File: src/source/bridge_config.svh
`ifndef BRIDGE_CONFIG_SVH
`define BRIDGE_CONFIG_SVH

// ************************************************************
// Memory window
// ************************************************************

// Z80 addr[21:19] of the 512 KB socket window
`define MEMORY_RANGE 3'b010

// Implemented GPU RAM, everything above reads as 0xFF
`define MEM_SIZE_BITS 15

// addr[21:4] of the 16-byte bank ID block at 0x17FFF0
`define BANK_ID_ADDR 18'h17FFF

// ************************************************************
// IO ports
// ************************************************************

`define IO_KBD_PORT 8'hF0   // Keyboard character, cleared on read
`define IO_SPKR_PORT 8'hF2  // Speaker one-shot
`define IO_BLNK_PORT 8'hF3  // Video blank control

// ************************************************************
// Bus timing in GPU_CLK cycles
// ************************************************************

`define WR_QUALIFY_CYCLES 3  // Access must hold this long before the GPU pulse
`define IO_SETTLE_CYCLES 6   // 245 turnaround before driving IO read data

`endif

File: src/source/bridge_pkg.sv
package bridge_pkg;

   // ************************************************************
   // GPU side
   // ************************************************************

   typedef struct packed {
      logic [19:0] addr;    // GPU RAM byte address
      logic [7:0]  wdata;   // Write data
      logic        wr_ena;  // One-cycle write strobe
      logic        rd_req;  // One-cycle read request
   } gpu_req_t;

   // Read data offered back towards the Z80 data bus
   typedef struct packed {
      logic       drive;  // Wants the data bus
      logic [7:0] data;
   } rd_resp_t;

   // ************************************************************
   // Decodes and states
   // ************************************************************

   typedef enum logic [1:0] {
      port_none,
      port_kbd,
      port_spkr,
      port_blnk
   } io_port_e;

   typedef enum logic [1:0] {
      src_ram,      // Inside implemented GPU RAM
      src_bank_id,  // Bank ID block
      src_open      // Rest of the window
   } rd_src_e;

   typedef enum logic [1:0] {
      io_idle,
      io_settle,  // Waiting for the level converter to turn around
      io_drive
   } io_state_e;

   // Bank ID answer, indexed by addr[3:0]
   localparam logic [7:0] bank_id_table [16] = '{
      8'd9,  8'd3,  8'd71, 8'd80, 8'd85, 8'd32, 8'd69,  8'd80,
      8'd52, 8'd67, 8'd69, 8'd49, 8'd48, 8'd0,  8'd255, 8'd255
   };

endpackage

File: src/source/z80_bus_pkg.sv
package z80_bus_pkg;

   // Raw Z80 bus inputs as seen by the FPGA
   typedef struct packed {
      logic        m1_n;    // Opcode fetch, low during M1
      logic        mreq_n;  // Memory request
      logic        iorq_n;  // IO request
      logic        rd_n;    // Read strobe
      logic        wr_n;    // Write strobe
      logic [21:0] addr;    // Extended address bus
      logic [7:0]  wdata;   // Data from the host
   } z80_bus_t;

   typedef enum logic [2:0] {
      cyc_idle,
      cyc_mem_rd,
      cyc_mem_wr,
      cyc_io_rd,
      cyc_io_wr
   } bus_cycle_e;

   // Decode the live strobes into one cycle kind, writes win a strobe clash
   function automatic bus_cycle_e classify_cycle(input z80_bus_t bus);
      bus_cycle_e cyc;
      cyc = cyc_idle;
      if (!bus.mreq_n && bus.m1_n) begin
         if (!bus.wr_n) cyc = cyc_mem_wr;
         else if (!bus.rd_n) cyc = cyc_mem_rd;
      end else if (!bus.iorq_n && bus.m1_n) begin  // M1 with IORQ is an INTA, not IO
         if (!bus.wr_n) cyc = cyc_io_wr;
         else if (!bus.rd_n) cyc = cyc_io_rd;
      end
      return cyc;
   endfunction

endpackage

File: src/source/bus_driver.sv
module bus_driver import bridge_pkg::*; (
   input  logic       GPU_CLK,
   input  logic       rst_n,
   input  rd_resp_t   mem_resp,
   input  rd_resp_t   io_resp,
   output logic [7:0] z80_rdata,
   output logic       z80_rdata_ena,
   output logic       z80_245data_dir
);

   logic       any_drive;
   logic [7:0] merged_data;

   // ************************************************************
   // Response merge, IO first
   // ************************************************************

   assign any_drive = io_resp.drive || mem_resp.drive;

   always_comb begin
      if (io_resp.drive) merged_data = io_resp.data;
      else if (mem_resp.drive) merged_data = mem_resp.data;
      else merged_data = 8'h00;  // Idle bus reads zero
   end

   always_ff @(posedge GPU_CLK) begin
      if (!rst_n) begin
         z80_rdata       <= 8'h00;
         z80_rdata_ena   <= 1'b0;
         z80_245data_dir <= 1'b0;  // 245 towards the FPGA
      end else begin
         z80_rdata       <= merged_data;
         z80_rdata_ena   <= any_drive;  // Output pins on
         z80_245data_dir <= any_drive;  // 245 towards the Z80
      end
   end

   a_dir_matches_ena : assert property (@(posedge GPU_CLK) disable iff (!rst_n)
      z80_245data_dir == z80_rdata_ena)
      else $error("245 direction disagrees with data enable");

endmodule

File: src/source/io_ports.sv
`include "bridge_config.svh"

module io_ports import z80_bus_pkg::*, bridge_pkg::*; #(
   parameter logic [7:0] IO_KBD_PORT      = `IO_KBD_PORT,
   parameter logic [7:0] IO_SPKR_PORT     = `IO_SPKR_PORT,
   parameter logic [7:0] IO_BLNK_PORT     = `IO_BLNK_PORT,
   parameter int         IO_SETTLE_CYCLES = `IO_SETTLE_CYCLES
) (
   input  logic       GPU_CLK,
   input  logic       rst_n,
   input  z80_bus_t   bus,
   input  logic       ps2_rdy,
   input  logic [7:0] ps2_dat,
   output rd_resp_t   io_resp,
   output logic       spkr_en,
   output logic       video_en
);

   localparam int CNT_W = $clog2(IO_SETTLE_CYCLES + 1);

   bus_cycle_e cyc;
   io_port_e   port;
   logic       io_active;
   logic       io_prev;
   logic       io_start;     // First cycle of any IO access
   logic       kbd_rd;
   logic       spkr_wr;
   logic       blnk_wr;
   logic       ps2_prev;
   logic [7:0] kbd_char;
   io_state_e  state;
   logic [CNT_W-1:0] settle_cnt;

   // ************************************************************
   // Port decode and cycle start
   // ************************************************************

   always_comb begin
      case (bus.addr[7:0])
         IO_KBD_PORT:  port = port_kbd;
         IO_SPKR_PORT: port = port_spkr;
         IO_BLNK_PORT: port = port_blnk;
         default:      port = port_none;
      endcase
   end

   assign cyc       = classify_cycle(bus);
   assign io_active = (cyc == cyc_io_rd) || (cyc == cyc_io_wr);
   assign io_start  = io_active && !io_prev;
   assign kbd_rd    = (cyc == cyc_io_rd) && (port == port_kbd);
   assign spkr_wr   = (cyc == cyc_io_wr) && (port == port_spkr);
   assign blnk_wr   = (cyc == cyc_io_wr) && (port == port_blnk);

   // ************************************************************
   // Keyboard latch and delayed read
   // ************************************************************

   always_ff @(posedge GPU_CLK) begin
      if (!rst_n) begin
         io_prev    <= 1'b0;
         ps2_prev   <= 1'b0;
         kbd_char   <= 8'h00;
         state      <= io_idle;
         settle_cnt <= '0;
      end else begin
         io_prev  <= io_active;
         ps2_prev <= ps2_rdy;
         if (ps2_rdy && !ps2_prev) kbd_char <= ps2_dat;  // New key on rising edge
         case (state)
            io_idle: begin
               settle_cnt <= '0;
               if (io_start && kbd_rd) state <= io_settle;
            end
            io_settle: begin
               if (!kbd_rd) begin            // Host gave up early
                  state    <= io_idle;
                  kbd_char <= 8'h00;
               end else if (settle_cnt == CNT_W'(IO_SETTLE_CYCLES - 1)) begin
                  state <= io_drive;
               end else begin
                  settle_cnt <= settle_cnt + 1'b1;
               end
            end
            io_drive: begin
               if (!kbd_rd) begin            // IORQ or RD released
                  state    <= io_idle;
                  kbd_char <= 8'h00;         // Character consumed
               end
            end
            default: state <= io_idle;
         endcase
      end
   end

   assign io_resp = '{drive: (state == io_drive), data: kbd_char};

   // ************************************************************
   // Speaker and video enable
   // ************************************************************

   always_ff @(posedge GPU_CLK) begin
      if (!rst_n) begin
         spkr_en  <= 1'b0;
         video_en <= 1'b1;  // Video on out of reset
      end else begin
         spkr_en <= io_start && spkr_wr && (bus.wdata != 8'h00);  // One-shot
         if (io_start && blnk_wr) video_en <= (bus.wdata != 8'h00);
      end
   end

   a_spkr_one_shot : assert property (@(posedge GPU_CLK) disable iff (!rst_n)
      spkr_en |=> !spkr_en)
      else $error("spkr_en held for more than one cycle");

endmodule

File: src/source/mem_access.sv
`include "bridge_config.svh"

module mem_access import z80_bus_pkg::*, bridge_pkg::*; #(
   parameter logic [2:0]  MEMORY_RANGE      = `MEMORY_RANGE,
   parameter int          MEM_SIZE_BITS     = `MEM_SIZE_BITS,
   parameter logic [17:0] BANK_ID_ADDR      = `BANK_ID_ADDR,
   parameter int          WR_QUALIFY_CYCLES = `WR_QUALIFY_CYCLES
) (
   input  logic       GPU_CLK,
   input  logic       rst_n,
   input  z80_bus_t   bus,
   input  logic [7:0] gpu_rdata,
   input  logic       gpu_rd_rdy,
   output gpu_req_t   gpu,
   output rd_resp_t   mem_resp
);

   logic       mem_window;      // addr in the socket window
   logic       mem_valid_range; // addr inside implemented RAM
   logic       bank_id_access;  // addr in the bank ID block
   bus_cycle_e cyc;
   logic [1:0] qual;            // [1] write, [0] read
   logic [WR_QUALIFY_CYCLES-1:0][1:0] qual_hist;
   logic [1:0] held;
   logic [1:0] fire;
   logic       wr_pulse;
   logic       rd_pulse;
   logic [19:0] gpu_addr;
   logic [7:0] gpu_wdata;
   rd_src_e    rd_src;
   logic [7:0] rd_byte;
   logic       resp_drive;
   logic [7:0] resp_data;

   // ************************************************************
   // Decode and qualify
   // ************************************************************

   always_ff @(posedge GPU_CLK) begin
      if (!rst_n) begin
         mem_window      <= 1'b0;
         mem_valid_range <= 1'b0;
         bank_id_access  <= 1'b0;
      end else begin
         mem_window      <= (bus.addr[21:19] == MEMORY_RANGE);
         mem_valid_range <= ({1'b0, bus.addr[18:0]} < 20'(2 ** MEM_SIZE_BITS));
         bank_id_access  <= (bus.addr[21:4] == BANK_ID_ADDR);
      end
   end

   assign cyc     = classify_cycle(bus);
   assign qual[1] = mem_window && mem_valid_range && (cyc == cyc_mem_wr); // RAM range only
   assign qual[0] = mem_window && (cyc == cyc_mem_rd);                    // Whole window

   // Held for WR_QUALIFY_CYCLES in a row and not one more
   always_comb begin
      held = qual;
      for (int i = 0; i < WR_QUALIFY_CYCLES - 1; i++) begin
         held = held & qual_hist[i];
      end
      fire = held & ~qual_hist[WR_QUALIFY_CYCLES-1];
   end

   always_ff @(posedge GPU_CLK) begin
      if (!rst_n) begin
         qual_hist <= '0;
         wr_pulse  <= 1'b0;
         rd_pulse  <= 1'b0;
      end else begin
         qual_hist <= {qual_hist[WR_QUALIFY_CYCLES-2:0], qual}; // Oldest at the top
         wr_pulse  <= fire[1];
         rd_pulse  <= fire[0];
      end
   end

   always_ff @(posedge GPU_CLK) begin
      gpu_addr <= {1'b0, bus.addr[18:0]};   // Follows the held address
      if (qual[1]) gpu_wdata <= bus.wdata;  // Capture while the write is live
   end

   assign gpu = '{addr: gpu_addr, wdata: gpu_wdata, wr_ena: wr_pulse, rd_req: rd_pulse};

   // ************************************************************
   // Read byte select
   // ************************************************************

   assign rd_src = mem_valid_range ? src_ram : (bank_id_access ? src_bank_id : src_open);

   always_comb begin
      case (rd_src)
         src_ram:     rd_byte = gpu_rdata;
         src_bank_id: rd_byte = bank_id_table[bus.addr[3:0]];
         default:     rd_byte = 8'hFF;  // Unpopulated part of the window
      endcase
   end

   always_ff @(posedge GPU_CLK) begin
      if (!rst_n) resp_drive <= 1'b0;
      else resp_drive <= qual[0];       // One cycle behind the read qualifier
   end

   always_ff @(posedge GPU_CLK) begin
      if (gpu_rd_rdy) resp_data <= rd_byte;
   end

   assign mem_resp = '{drive: resp_drive, data: resp_data};

   a_wr_rd_excl : assert property (@(posedge GPU_CLK) disable iff (!rst_n)
      !(gpu.wr_ena && gpu.rd_req))
      else $error("GPU write and read request in the same cycle");

endmodule

File: src/source/z80_bridge.sv
module z80_bridge import z80_bus_pkg::*, bridge_pkg::*; (
   input  logic       GPU_CLK,
   input  logic       rst_n,
   input  z80_bus_t   bus,
   input  logic [7:0] gpu_rdata,
   input  logic       gpu_rd_rdy,
   input  logic       ps2_rdy,
   input  logic [7:0] ps2_dat,
   output gpu_req_t   gpu,
   output logic [7:0] z80_rdata,
   output logic       z80_rdata_ena,
   output logic       z80_245data_dir,
   output logic       spkr_en,
   output logic       video_en
);

   rd_resp_t mem_resp;  // Memory read data
   rd_resp_t io_resp;   // Keyboard read data

   mem_access u_mem_access (
      .GPU_CLK    (GPU_CLK),
      .rst_n      (rst_n),
      .bus        (bus),
      .gpu_rdata  (gpu_rdata),
      .gpu_rd_rdy (gpu_rd_rdy),
      .gpu        (gpu),
      .mem_resp   (mem_resp)
   );

   io_ports u_io_ports (
      .GPU_CLK  (GPU_CLK),
      .rst_n    (rst_n),
      .bus      (bus),
      .ps2_rdy  (ps2_rdy),
      .ps2_dat  (ps2_dat),
      .io_resp  (io_resp),
      .spkr_en  (spkr_en),
      .video_en (video_en)
   );

   bus_driver u_bus_driver (
      .GPU_CLK         (GPU_CLK),
      .rst_n           (rst_n),
      .mem_resp        (mem_resp),
      .io_resp         (io_resp),
      .z80_rdata       (z80_rdata),
      .z80_rdata_ena   (z80_rdata_ena),
      .z80_245data_dir (z80_245data_dir)
   );

endmodule

File: config.mk
export PLATFORM = sky130hd
export DESIGN_NAME = z80_bridge
export DESIGN_NICKNAME = d
export VERILOG_FILES = /design/src/source/bridge_pkg.sv /design/src/source/z80_bus_pkg.sv /design/src/source/bus_driver.sv /design/src/source/io_ports.sv /design/src/source/mem_access.sv /design/src/source/z80_bridge.sv
export VERILOG_INCLUDE_DIRS = /design/src /design/src/source
export SDC_FILE = /design/constraint.sdc
export NUM_CORES = 1
export LEC_CHECK = 0
export ABC_CLOCK_PERIOD_IN_PS = 2400
export BUFFER_PORTS_ARGS = -buffer_cell sky130_fd_sc_hd__buf_2
export CAP_MARGIN = 15
export CORE_MARGIN = 2
export CORE_UTILIZATION = 45
export DETAILED_ROUTE_END_ITERATION = 10
export GPL_TIMING_DRIVEN = 0
export PLACE_DENSITY = 0.73
export SYNTH_ARGS = -nofsm -noshare
export SYNTH_HDL_FRONTEND = slang
export SYNTH_HIERARCHICAL = 1
export SYNTH_SLANG_ARGS = --single-unit
File: constraint.sdc
create_clock -name GPU_CLK -period 2.4 [get_ports GPU_CLK]
set_clock_uncertainty 0.15 [all_clocks]
set_input_delay 0.12 -clock GPU_CLK [delete_from_list [all_inputs] [get_ports GPU_CLK]]
set_output_delay 0.12 -clock GPU_CLK [all_outputs]
set_load 0.03 [all_outputs]
==> metrics.md, run 1 <==
| Metric | Value |
|---|---|
| Pin count of the biggest net entering global routing | 17 |
| Vias per std cell | 4.93 |
| Clock root cell | clkbuf_8 |
| Router iterations before antenna repair | 4 |
| Total global routing overflow | 0 |
| Buffer count from post-CTS setup fixing | 0 |
| Fill cells | 441 |
| CTS buffer count | 9 |
| M3 GR Usage | 0.0497 |
| Worst skew pair latency | 340 ps |
| Clk pin slew, worst setup/hold paths | 70 ps |
| RSZ-0062 raised after global routing | no |
| Startpoint types | input pin |
| Hold Path Cell Cnt | 3 |
| Netlist cell types | 51 |
| Die Span X | 83.3 um |
| Post-synthesis sequential area ratio | 0.566 |
| Synth top area cells | dfxtp_1 40%, edfxtp_1 17%, ha_1 5.3% |
| Yosys reg bits | 72 |
| Layout area overhead | 42.2% |
| Buf/Inv on CP | 3 |
| Pwr dens | 580 nW/um^2 |
| Post-synth EDFFs | 16 |
| # port buffers | 95 |
| WP data arrival | 1990 ps |
| Maxcap violations | 0 |
| Cell Area, Synth | 2830 um^2 |
| DPL Wire Length | 4.76 mm |
| Post-route ant nets | 0 |
| Max-Slew Margin vs Limit | 0.508 |
| Sum of negative setup slack | 0 ps |
| Drt wl/cell | 14.3 um |
| Maximum VDD drop | 0.476 mV |
| Fin. max-slew vios | 0 |
| Vias in the first global route | 2383 |
| Critical-path cell list | dlygate4sd3_1 > buf_2 > inv_1 > ha_1 > or3b_1 > a32oi_1 |
| Pleak | 1.79 nW |
| HP Class | input pin to register |
| Initial antenna violation count | 0 |
| Crit. End Element | register |
| Max Fanout on Critical Path | 12 |
| Async SR Flop Fraction | 0 |
| Met2 GRT Util | 0.342 |
| Global Route met1 Usage | 0.250 |
| Worst path top cell family by delay | buffers and inverters |
| Hold Fails Final Rpt | 0 |
| Setup CP Type | input pin to register |
| First-pass GRT wire length | 11.4 mm |
| Worst slew pin tran | 735 ps |
| Post-route minimum period | 1990 ps |
| Synth Flop Type | dfxtp_1 |
| Final period utilization | 0.831 |
| Total clock sinks | 72 |
| Via count | 2394 |
| Worst path required time | 2390 ps |
| Number of diodes | 0 |
| Max incr delay on CP | 520 ps |
| Post-cts sizing count | 0 |
| Synth area leader | dfxtp_1 |
| CTS tree | done |
| Max Root-Sink Buffers | 2 |
| Achievable clock frequency | 501 MHz |
| Synth Warn # | 6 |
| Top cell type's share of synthesized area | 0.396 |
| Slowest stage cell, crit path | dlygate4sd3_1 |
| DRC | 0 |
| Critical path depth | 6 |
| Most frequent cell after synthesis | dfxtp_1 |
| Die ar. | 6940 um^2 |
| Synthesized area per cell | 11.1 um^2 |
| Die height | 83.3 um |
| CTS H-tree lvls | 3 |
| Effective utilization at floorplan | 0.472 |
| CORE AREA | 5990 um^2 |
| Layout cells sized above 1 | 0.307 |
| Std-Cell Rows | 28 |
| DR iter-0 viols | 129 |
| Most frequent cells after synthesis | 56 x dfxtp_1, 17 x nand2_1, 16 x edfxtp_1, 15 x inv_1 |
| IO Pins | 97 |
| Final setup fails | 0 |
| Routed WL | 6.97 mm |
| Cell count after synthesis | 254 |
| Mapped Nets | 321 |
| Most Used Layer, Global Route | met2 |
| Final net count | 473 |
| R2R depth | 5 |
| GP Congestion | 0.880 |
| Hold_ws | 17.7 ps |
| Status | complete, no violations |
| Gr usage total | 0.206 |
[final timing paths]
kind         slack, ps                                    to                                   from
min                 20   u_mem_access/resp_data[3]$_DFFE_PP_                           gpu_rdata[3]
max                410   u_mem_access/resp_data[5]$_DFFE_PP_                                 bus[8]
max reg2reg        690      u_io_ports/state[1]$_SDFFE_PN0P_  u_io_ports/settle_cnt[0]$_SDFFE_PN0P_
min reg2reg        300  u_mem_access/qual_hist[3]$_SDFF_PN0_   u_mem_access/qual_hist[1]$_SDFF_PN0_
[layout make-up]
class	instances	area (um^2)	area share
clock buffer	10	128	0.0317
inverter	15	56.3	0.0140
sequential	72	1600	0.398
timing repair buffer	141	936	0.233
multi-input combinational	155	1090	0.271
buffer	12	81.3	0.0202
tap	75	93.8	0.0233
clock inverter	6	36.3	0.00902
[where the power goes]
| part | internal (W) | switching [W] |
|---|---|---|
| Clock | 0.000368 | 0.000426 |
| Sequential | 0.00127 | 0.0000117 |
| Combinational | 0.000124 | 0.000135 |
| Total | 0.00176 | 0.000573 |
[stage by stage]
step	cell area, um^2	cells	total power, W	util	setup WS [ps]
floorplan	2830	254	0.00141	-	843
global placement	3400	424	0.00150	0.567	677
global route	4020	486	0.00243	0.671	320
CTS	4020	486	0.00236	0.671	411
detailed placement	3400	424	0.00151	0.567	615
finish	4020	486	0.00233	0.671	405
[cells by family after synthesis]
family,share of synthesized area
AO/OA/AOI/OAI,0.0849
adder cells (fa/ha/maj),0.0531
buffers and inverters,0.0486
flip-flops,0.566
multiplexers,0.0469
other,0.00133
AND/OR/NAND/NOR,0.199
[worst min-delay path, stage by stage]
cell and delay, ps:
buf_2 100, inv_1 40, a32oi_1 60
[metal layers]
layer	share of wire	vias to the layer above
li1	-	1205
met1	0.43	1109
met2	0.50	69
met3	0.044	11
met4	0.020	0
met5	0	-
[cells in the final DEF (no fill, tap or decap), types with 5 or more instances in the layout]
cell type and n:
edfxtp_1 16, buf_4 7, and2_1 6, nand2_1 17, dfxtp_1 56, ha_1 12
o21ai_1 9, nor2_1 13, nand4_1 5, inv_1 15, mux2i_1 11, a21oi_1 6
nand2b_1 7, nand3_1 13, nand3b_1 5, buf_2 97, dlygate4sd3_1 46, clkbuf_8 9
[timing repair]
| item | CTS | global route |
|---|---|---|
| hold buffers | 46 | 0 |
| hold endpoints to repair | 52 | 0 |
| setup endpoints to repair | 0 | 0 |
[registers in the layout, indices dropped and copies added, names as in the netlist]
signal,count
u_io_ports/spkr_en,1
u_io_ports/state,2
u_io_ports/video_en,1
u_io_ports/kbd_char,8
u_mem_access/gpu_addr,19
u_mem_access/mem_valid_range,1
u_mem_access/mem_window,1
u_mem_access/bank_id_access,1
u_mem_access/wr_pulse,1
u_mem_access/resp_data,8
u_io_ports/ps2_prev,1
u_mem_access/qual_hist,6
u_io_ports/io_prev,1
u_mem_access/rd_pulse,1
u_mem_access/gpu_wdata,8
u_bus_driver/z80_245data_dir,1
u_io_ports/settle_cnt,3
u_bus_driver/z80_rdata,8
Power figures use the tool's default switching activity.
==> run 2: changes to the inputs <==
--- a/config.mk
+++ b/config.mk
@@ -6,7 +6,7 @@
 export SDC_FILE = /design/constraint.sdc
 export NUM_CORES = 1
 export LEC_CHECK = 0
-export ABC_CLOCK_PERIOD_IN_PS = 2400
+export ABC_CLOCK_PERIOD_IN_PS = 1900
 export BUFFER_PORTS_ARGS = -buffer_cell sky130_fd_sc_hd__buf_2
 export CAP_MARGIN = 15
 export CORE_MARGIN = 2
==> constraint.sdc (replaced) <==
create_clock -name GPU_CLK -period 1.9 [get_ports GPU_CLK]
set_clock_uncertainty 0.15 [all_clocks]
set_input_delay 0.095 -clock GPU_CLK [delete_from_list [all_inputs] [get_ports GPU_CLK]]
set_output_delay 0.095 -clock GPU_CLK [all_outputs]
set_load 0.03 [all_outputs]
==> metrics.md, run 2 (synthesized netlist as in run 1, its figures left out) <==
| Metric | Value |
|---|---|
| Die height | 83.3 um (unchanged) |
| Met2 GRT Util | 0.364 (+0.0213) |
| Commonest non-fill, non-tap cells in the layout | 94 x buf_2, 56 x dfxtp_1, 53 x dlygate4sd3_1, 17 x nand2_1, 16 x edfxtp_1 |
| Maxcap violations | 0 (unchanged) |
| DRC | 0 (unchanged) |
| Crit path launch | rst_n |
| Gr usage total | 0.217 (+0.0117) |
| Crit path to | u_mem_access/rd_pulse$_SDFF_PN0_ |
| Std-Cell Rows | 28 (unchanged) |
| Routed WL | 7.67 mm (+10%) |
| Achievable clock frequency | 520 MHz |
| Global Route met1 Usage | 0.263 (+0.0123) |
| Pin count of the biggest net entering global routing | 17 (unchanged) |
| CTS tree | done |
| Max-Slew Margin vs Limit | 0.496 (-0.0119) |
| Post-route ant nets | 0 (unchanged) |
| Total global routing overflow | 0 (unchanged) |
| Via count | 2526 (+5.5%) |
| Max Root-Sink Buffers | 2 (unchanged) |
| DR iter-0 viols | 182 (+41%) |
| CTS buffer count | 9 (unchanged) |
| Most Used Layer, Global Route | met2 |
| DPL Wire Length | 4.76 mm (unchanged) |
| Die ar. | 6940 um^2 (unchanged) |
| Drt wl/cell | 15.3 um (+6.5%) |
| IO Pins | 97 (unchanged) |
| Clk pin slew, worst setup/hold paths | 80 ps (about the same) |
| Power, Total | 0.00299 W (+28%) |
| Final non-filler cell total | 502 (+3.3%) |
| CTS H-tree lvls | 3 (unchanged) |
| Effective utilization at floorplan | 0.472 (unchanged) |
| CORE AREA | 5990 um^2 (unchanged) |
| R2R depth | 4 (-1) |
| Setup CP Type | input pin to register |
| Post-Place Cells | 424 (unchanged) |
| Final period utilization | 1.01 |
| Post-route minimum period | 1920 ps |
| Hold Fails Final Rpt | 0 (unchanged) |
| Final worst setup slack | -23.1 ps (-428 ps) |
| HP Class | input pin to register |
| Flop-to-flop setup slack | 170 ps (-520 ps) |
| First-pass GRT wire length | 12.0 mm (+5.5%) |
| Crit. End Element | register |
| Clock root cell | clkbuf_8 |
| Fin. max-slew vios | 0 (unchanged) |
| Startpoint types | input pin |
| M3 GR Usage | 0.0477 (-0.00199) |
| Worst slew pin tran | 753 ps (+17.8 ps) |
| WP data arrival | 2060 ps (+70 ps) |
| Worst r2r src | u_io_ports/io_prev$_SDFF_PN0_ |
| Max reg flops | 19 (unchanged) |
| Vias in the first global route | 2466 (+3.5%) |
| Max Fanout on Critical Path | 16 (+4) |
| Number of diodes | 0 (unchanged) |
| Place WS | 140 ps (-475 ps) |
| Die Span X | 83.3 um (unchanged) |
| Final setup fails | 1 (+1) |
| Worst skew pair latency | 340 ps (about the same) |
| Maximum VDD drop | 0.602 mV (+27%) |
| Final net count | 489 (+3.4%) |
| Leading cell type in the layout, fill and taps excluded | buf_2 |
| Pleak | 1.89 nW (+5.6%) |
| Pwr dens | 712 nW/um^2 (+23%) |
| Router iterations before antenna repair | 4 (unchanged) |
| Total clock sinks | 72 (unchanged) |
| Vias per std cell | 5.03 (+2.2%) |
| Fill cells | 414 (-6.1%) |
| Status | finished with violations |
| Largest Register | u_mem_access/gpu_addr |
| Failing checks | setup timing |
| Layout area overhead | 48.6% |
| # port buffers | 95 (unchanged) |
| Layout cells sized above 1 | 0.316 (+0.00959) |
| Worst path required time | 2040 ps (-350 ps) |
| GP Congestion | 0.880 (unchanged) |
| Initial antenna violation count | 0 (unchanged) |
| Reg-to-Reg End | u_io_ports/video_en$_SDFFE_PN1P_ |
==> run 2: changes by cell type in the layout (fill, tap and decap cells not counted), moves of 2 or more <==
cell	delta
buf_2	-3
buf_4	+7
buf_6	+2
dlygate4sd3_1	+7
dlymetal6s4s_1	+2
==> run 2: worst min-delay path by stage <==
stage | startpoint | endpoint | slack (ps) | cells past startpoint
2_1_floorplan | bus[8] | u_mem_access/gpu_addr[0]$_DFF_P_ | -30 | 0
3_5_place_dp | bus[21] | u_mem_access/gpu_addr[13]$_DFF_P_ | 60 | 1
3_3_place_gp | bus[21] | u_mem_access/gpu_addr[13]$_DFF_P_ | 60 | 1
6_report | bus[11] | u_mem_access/gpu_addr[3]$_DFF_P_ | 60 | 3
4_1_cts | bus[29] | u_mem_access/bank_id_access$_SDFF_PN0_ | 6 | 4
5_1_grt | bus[11] | u_mem_access/gpu_addr[3]$_DFF_P_ | 50 | 3
==> run 2: report_power, final <==
part	internal (W)	total, W	switching [W]
Combinational	0.000183	0.000367	0.000184
Sequential	0.00160	0.00162	0.0000144
Clock	0.000464	0.00101	0.000545
==> run 2: per-stage QoR <==
stage	hold WS [ps]	setup TNS [ps]	area [um^2]	utilization
finish	57.9	-23.1	4200	0.702
global route	49.4	-62.1	4200	0.702
CTS	5.65	0	4100	0.685
detailed placement	61.9	0	3400	0.567
global placement	58.0	0	3400	0.567
floorplan	-27.3	0	2830	-
==> run 2: timing repair <==
| action | CTS | global route |
|---|---|---|
| hold endpoints to repair | 58 | 1 |
| buffers inserted | 0 | 7 |
| endpoints found under the setup margin | 0 | 3 |
| hold buffers | 54 | 1 |
| gates resized for setup | 0 | 12 |
==> run 2: routing by layer <==
layer  part of all wire  vias up  routed length, um
met1               0.40     1166               3090
li1                   -     1241                  -
met5                  0        -                  0
met4              0.025        0                190
met3              0.058       19                441
met2               0.51      100               3940
==> run 2: area by class of cell <==
cell class,instances,area (um^2),share of cell area
flip-flops and latches,72,1600,0.381
multi-input cells,155,1110,0.264
repair buffers,157,1100,0.261
clock buffers,10,128,0.0304
well taps,75,93.8,0.0223
plain buffers,12,81.3,0.0193
inverters,15,56.3,0.0134
clock inverters,6,36.3,0.00863
==> run 2: critical path, stage by stage <==
cell and delay, ps:
dlygate4sd3_1 520, clkbuf_4 240, and2_1 170, nand3b_1 120, nor4b_2 310, dlygate4sd3_1 600
==> run 3: changes to the inputs <==
--- a/config.mk
+++ b/config.mk
@@ -10,10 +10,10 @@
 export BUFFER_PORTS_ARGS = -buffer_cell sky130_fd_sc_hd__buf_2
 export CAP_MARGIN = 15
 export CORE_MARGIN = 2
-export CORE_UTILIZATION = 45
+export CORE_UTILIZATION = 49
 export DETAILED_ROUTE_END_ITERATION = 10
 export GPL_TIMING_DRIVEN = 0
-export PLACE_DENSITY = 0.73
+export PLACE_DENSITY = 0.78
 export SYNTH_ARGS = -nofsm -noshare
 export SYNTH_HDL_FRONTEND = slang
 export SYNTH_HIERARCHICAL = 1
==> metrics.md, run 3 (synthesized netlist as in run 1, its figures left out) <==
| Metric | Value |
|---|---|
| Clock root cell | clkbuf_8 |
| Worst path required time | 1980 ps (-60 ps) |
| RSZ-0062 raised after global routing | no |
| Final net count | 480 (-1.8%) |
| Max reg flops | 19 (unchanged) |
| Hold_ws | 19.6 ps (-38.3 ps) |
| Layout area overhead | 47.3% |
| Worst slew pin tran | 743 ps (-9.61 ps) |
| Hold Path Cell Cnt | 3 (unchanged) |
| DRC | 0 (unchanged) |
| First-pass GRT wire length | 11.6 mm (-3.0%) |
| Sum of negative setup slack | 0 ps (+23.1 ps) |
| Final setup fails | 0 (-1) |
| Effective utilization at floorplan | 0.511 (+0.0384) |
| Clk pin slew, worst setup/hold paths | 80 ps (about the same) |
| Maximum VDD drop | 0.704 mV (+17%) |
| Maxcap violations | 0 (unchanged) |
| Post-route ant nets | 0 (unchanged) |
| Vias per std cell | 5.18 (+2.9%) |
| Die ar. | 6400 um^2 (-7.8%) |
| Hold Fails Final Rpt | 0 (unchanged) |
| Via count | 2538 (+0.48%) |
| Layout cells sized above 1 | 0.318 (+0.00202) |
| Pwr dens | 762 nW/um^2 (+7.1%) |
| Post-route minimum period | 1830 ps (-88.2 ps) |
| Worst skew pair latency | 350 ps (about the same) |
| DPL Wire Length | 4.45 mm (-6.5%) |
| DR iter-0 viols | 209 (+15%) |
| Commonest non-fill, non-tap cells in the layout | 94 x buf_2, 56 x dfxtp_1, 53 x dlygate4sd3_1, 17 x nand2_1, 16 x edfxtp_1 |
| Routed WL | 7.53 mm (-1.8%) |
| CORE AREA | 5540 um^2 (-7.5%) |
| WP data arrival | 1920 ps (-140 ps) |
| Startpoint types | input pin |
| Vias in the first global route | 2450 (-0.65%) |
| Total clock sinks | 72 (unchanged) |
| Number of diodes | 0 (unchanged) |
| Power, Total | 0.00318 W (+6.2%) |
| Die height | 80.0 um (-4.0%) |
| Pin count of the biggest net entering global routing | 17 (unchanged) |
| Max-Slew Margin vs Limit | 0.502 (+0.00644) |
| Buffer count from post-CTS setup fixing | 0 (unchanged) |
| HP Class | input pin to register |
| Leading cell type in the layout, fill and taps excluded | buf_2 |
| Final period utilization | 0.966 (-0.0464) |
| Die Span X | 80.0 um (-4.0%) |
| Std-Cell Rows | 27 (-3.6%) |
| Router iterations before antenna repair | 5 (+1) |
| # port buffers | 95 (unchanged) |
| IO Pins | 97 (unchanged) |
| Gr usage total | 0.242 (+0.0249) |
| CTS tree | done |
| Initial antenna violation count | 0 (unchanged) |
| Pleak | 1.85 nW (-2.0%) |
| Achievable clock frequency | 545 MHz (+4.8%) |
| CTS buffer count | 9 (unchanged) |
| Setup CP Type | input pin to register |
| Fin area | 4170 um^2 (-0.89%) |
| Max Fanout on Critical Path | 4 (-12) |
| Max Root-Sink Buffers | 2 (unchanged) |
| Status | complete, no violations |
| GP Congestion | 0.863 (-1.9%) |
| R2R depth | 5 (+1) |
| Drt wl/cell | 15.4 um (+0.62%) |
| Crit. End Element | register |
| Fin. max-slew vios | 0 (unchanged) |
| Placed cell areas | 3390 um^2 (-0.11%) |
| Total global routing overflow | 0 (unchanged) |
| CTS H-tree lvls | 3 (unchanged) |
| Largest Register | u_mem_access/gpu_addr |
## run 3: changes by cell type in the layout (fill, tap and decap cells not counted), sizes merged
cell          delta
clkinv           -3
bufinv           +1
inv              +3
buf              -8
dlymetal6s4s     -2
## run 3: final timing paths
kind                                           to  slack [ps]                                  start
max                 u_io_ports/io_prev$_SDFF_PN0_          70                                bus[32]
min reg2reg  u_bus_driver/z80_rdata[5]$_SDFF_PN0_         330      u_io_ports/kbd_char[5]$_SDFF_PN0_
min           u_mem_access/resp_data[4]$_DFFE_PP_          20                           gpu_rdata[4]
max reg2reg      u_io_ports/state[1]$_SDFFE_PN0P_         190  u_io_ports/settle_cnt[0]$_SDFFE_PN0P_
## run 3: area by class of cell
cell class	instances	area (um^2)
sequential	72	1600
fill	349	1370
clock buffer	9	124
tap	72	90.1
timing repair buffer	148	1010
inverter	15	56.3
buffer	12	81.3
multi-input combinational	155	1120
clock inverter	7	78.8
## run 3: report_power, final
| part | internal [W] | switching (W) |
|---|---|---|
| combinational | 0.000170 | 0.000181 |
| clock | 0.000621 | 0.000589 |
| sequential | 0.00160 | 0.0000148 |
| total | 0.00239 | 0.000786 |
## run 3: critical path, stage by stage
cell and delay (ps):
dlygate4sd3_1 530, buf_2 110, nand3b_1 250, dlygate4sd3_1 650, a211oi_1 280
## run 3: layer usage
metal	GRT usage	part of all wire	wire length (um)	vias to the layer above
met5	0	0	0	-
met4	0.124	0.035	267	0
met3	0.0520	0.059	442	27
met2	0.420	0.52	3880	113
met1	0.279	0.39	2940	1178
li1	-	-	-	1220
## run 3: through the flow
stage,utilization,cells,setup WS (ps)
after floorplan,-,254,343
after global placement,0.613,421,187
after global routing,0.752,490,19.1
final,0.752,490,65.1
after CTS,0.745,490,34.0
after detailed placement,0.613,421,205
## run 3: timing repair
action                                 4_1_cts  5_1_grt
endpoints found under the hold margin       58        0
hold buffers                                53        0
setup endpoints to repair                    0        8
resized for setup                            0        9
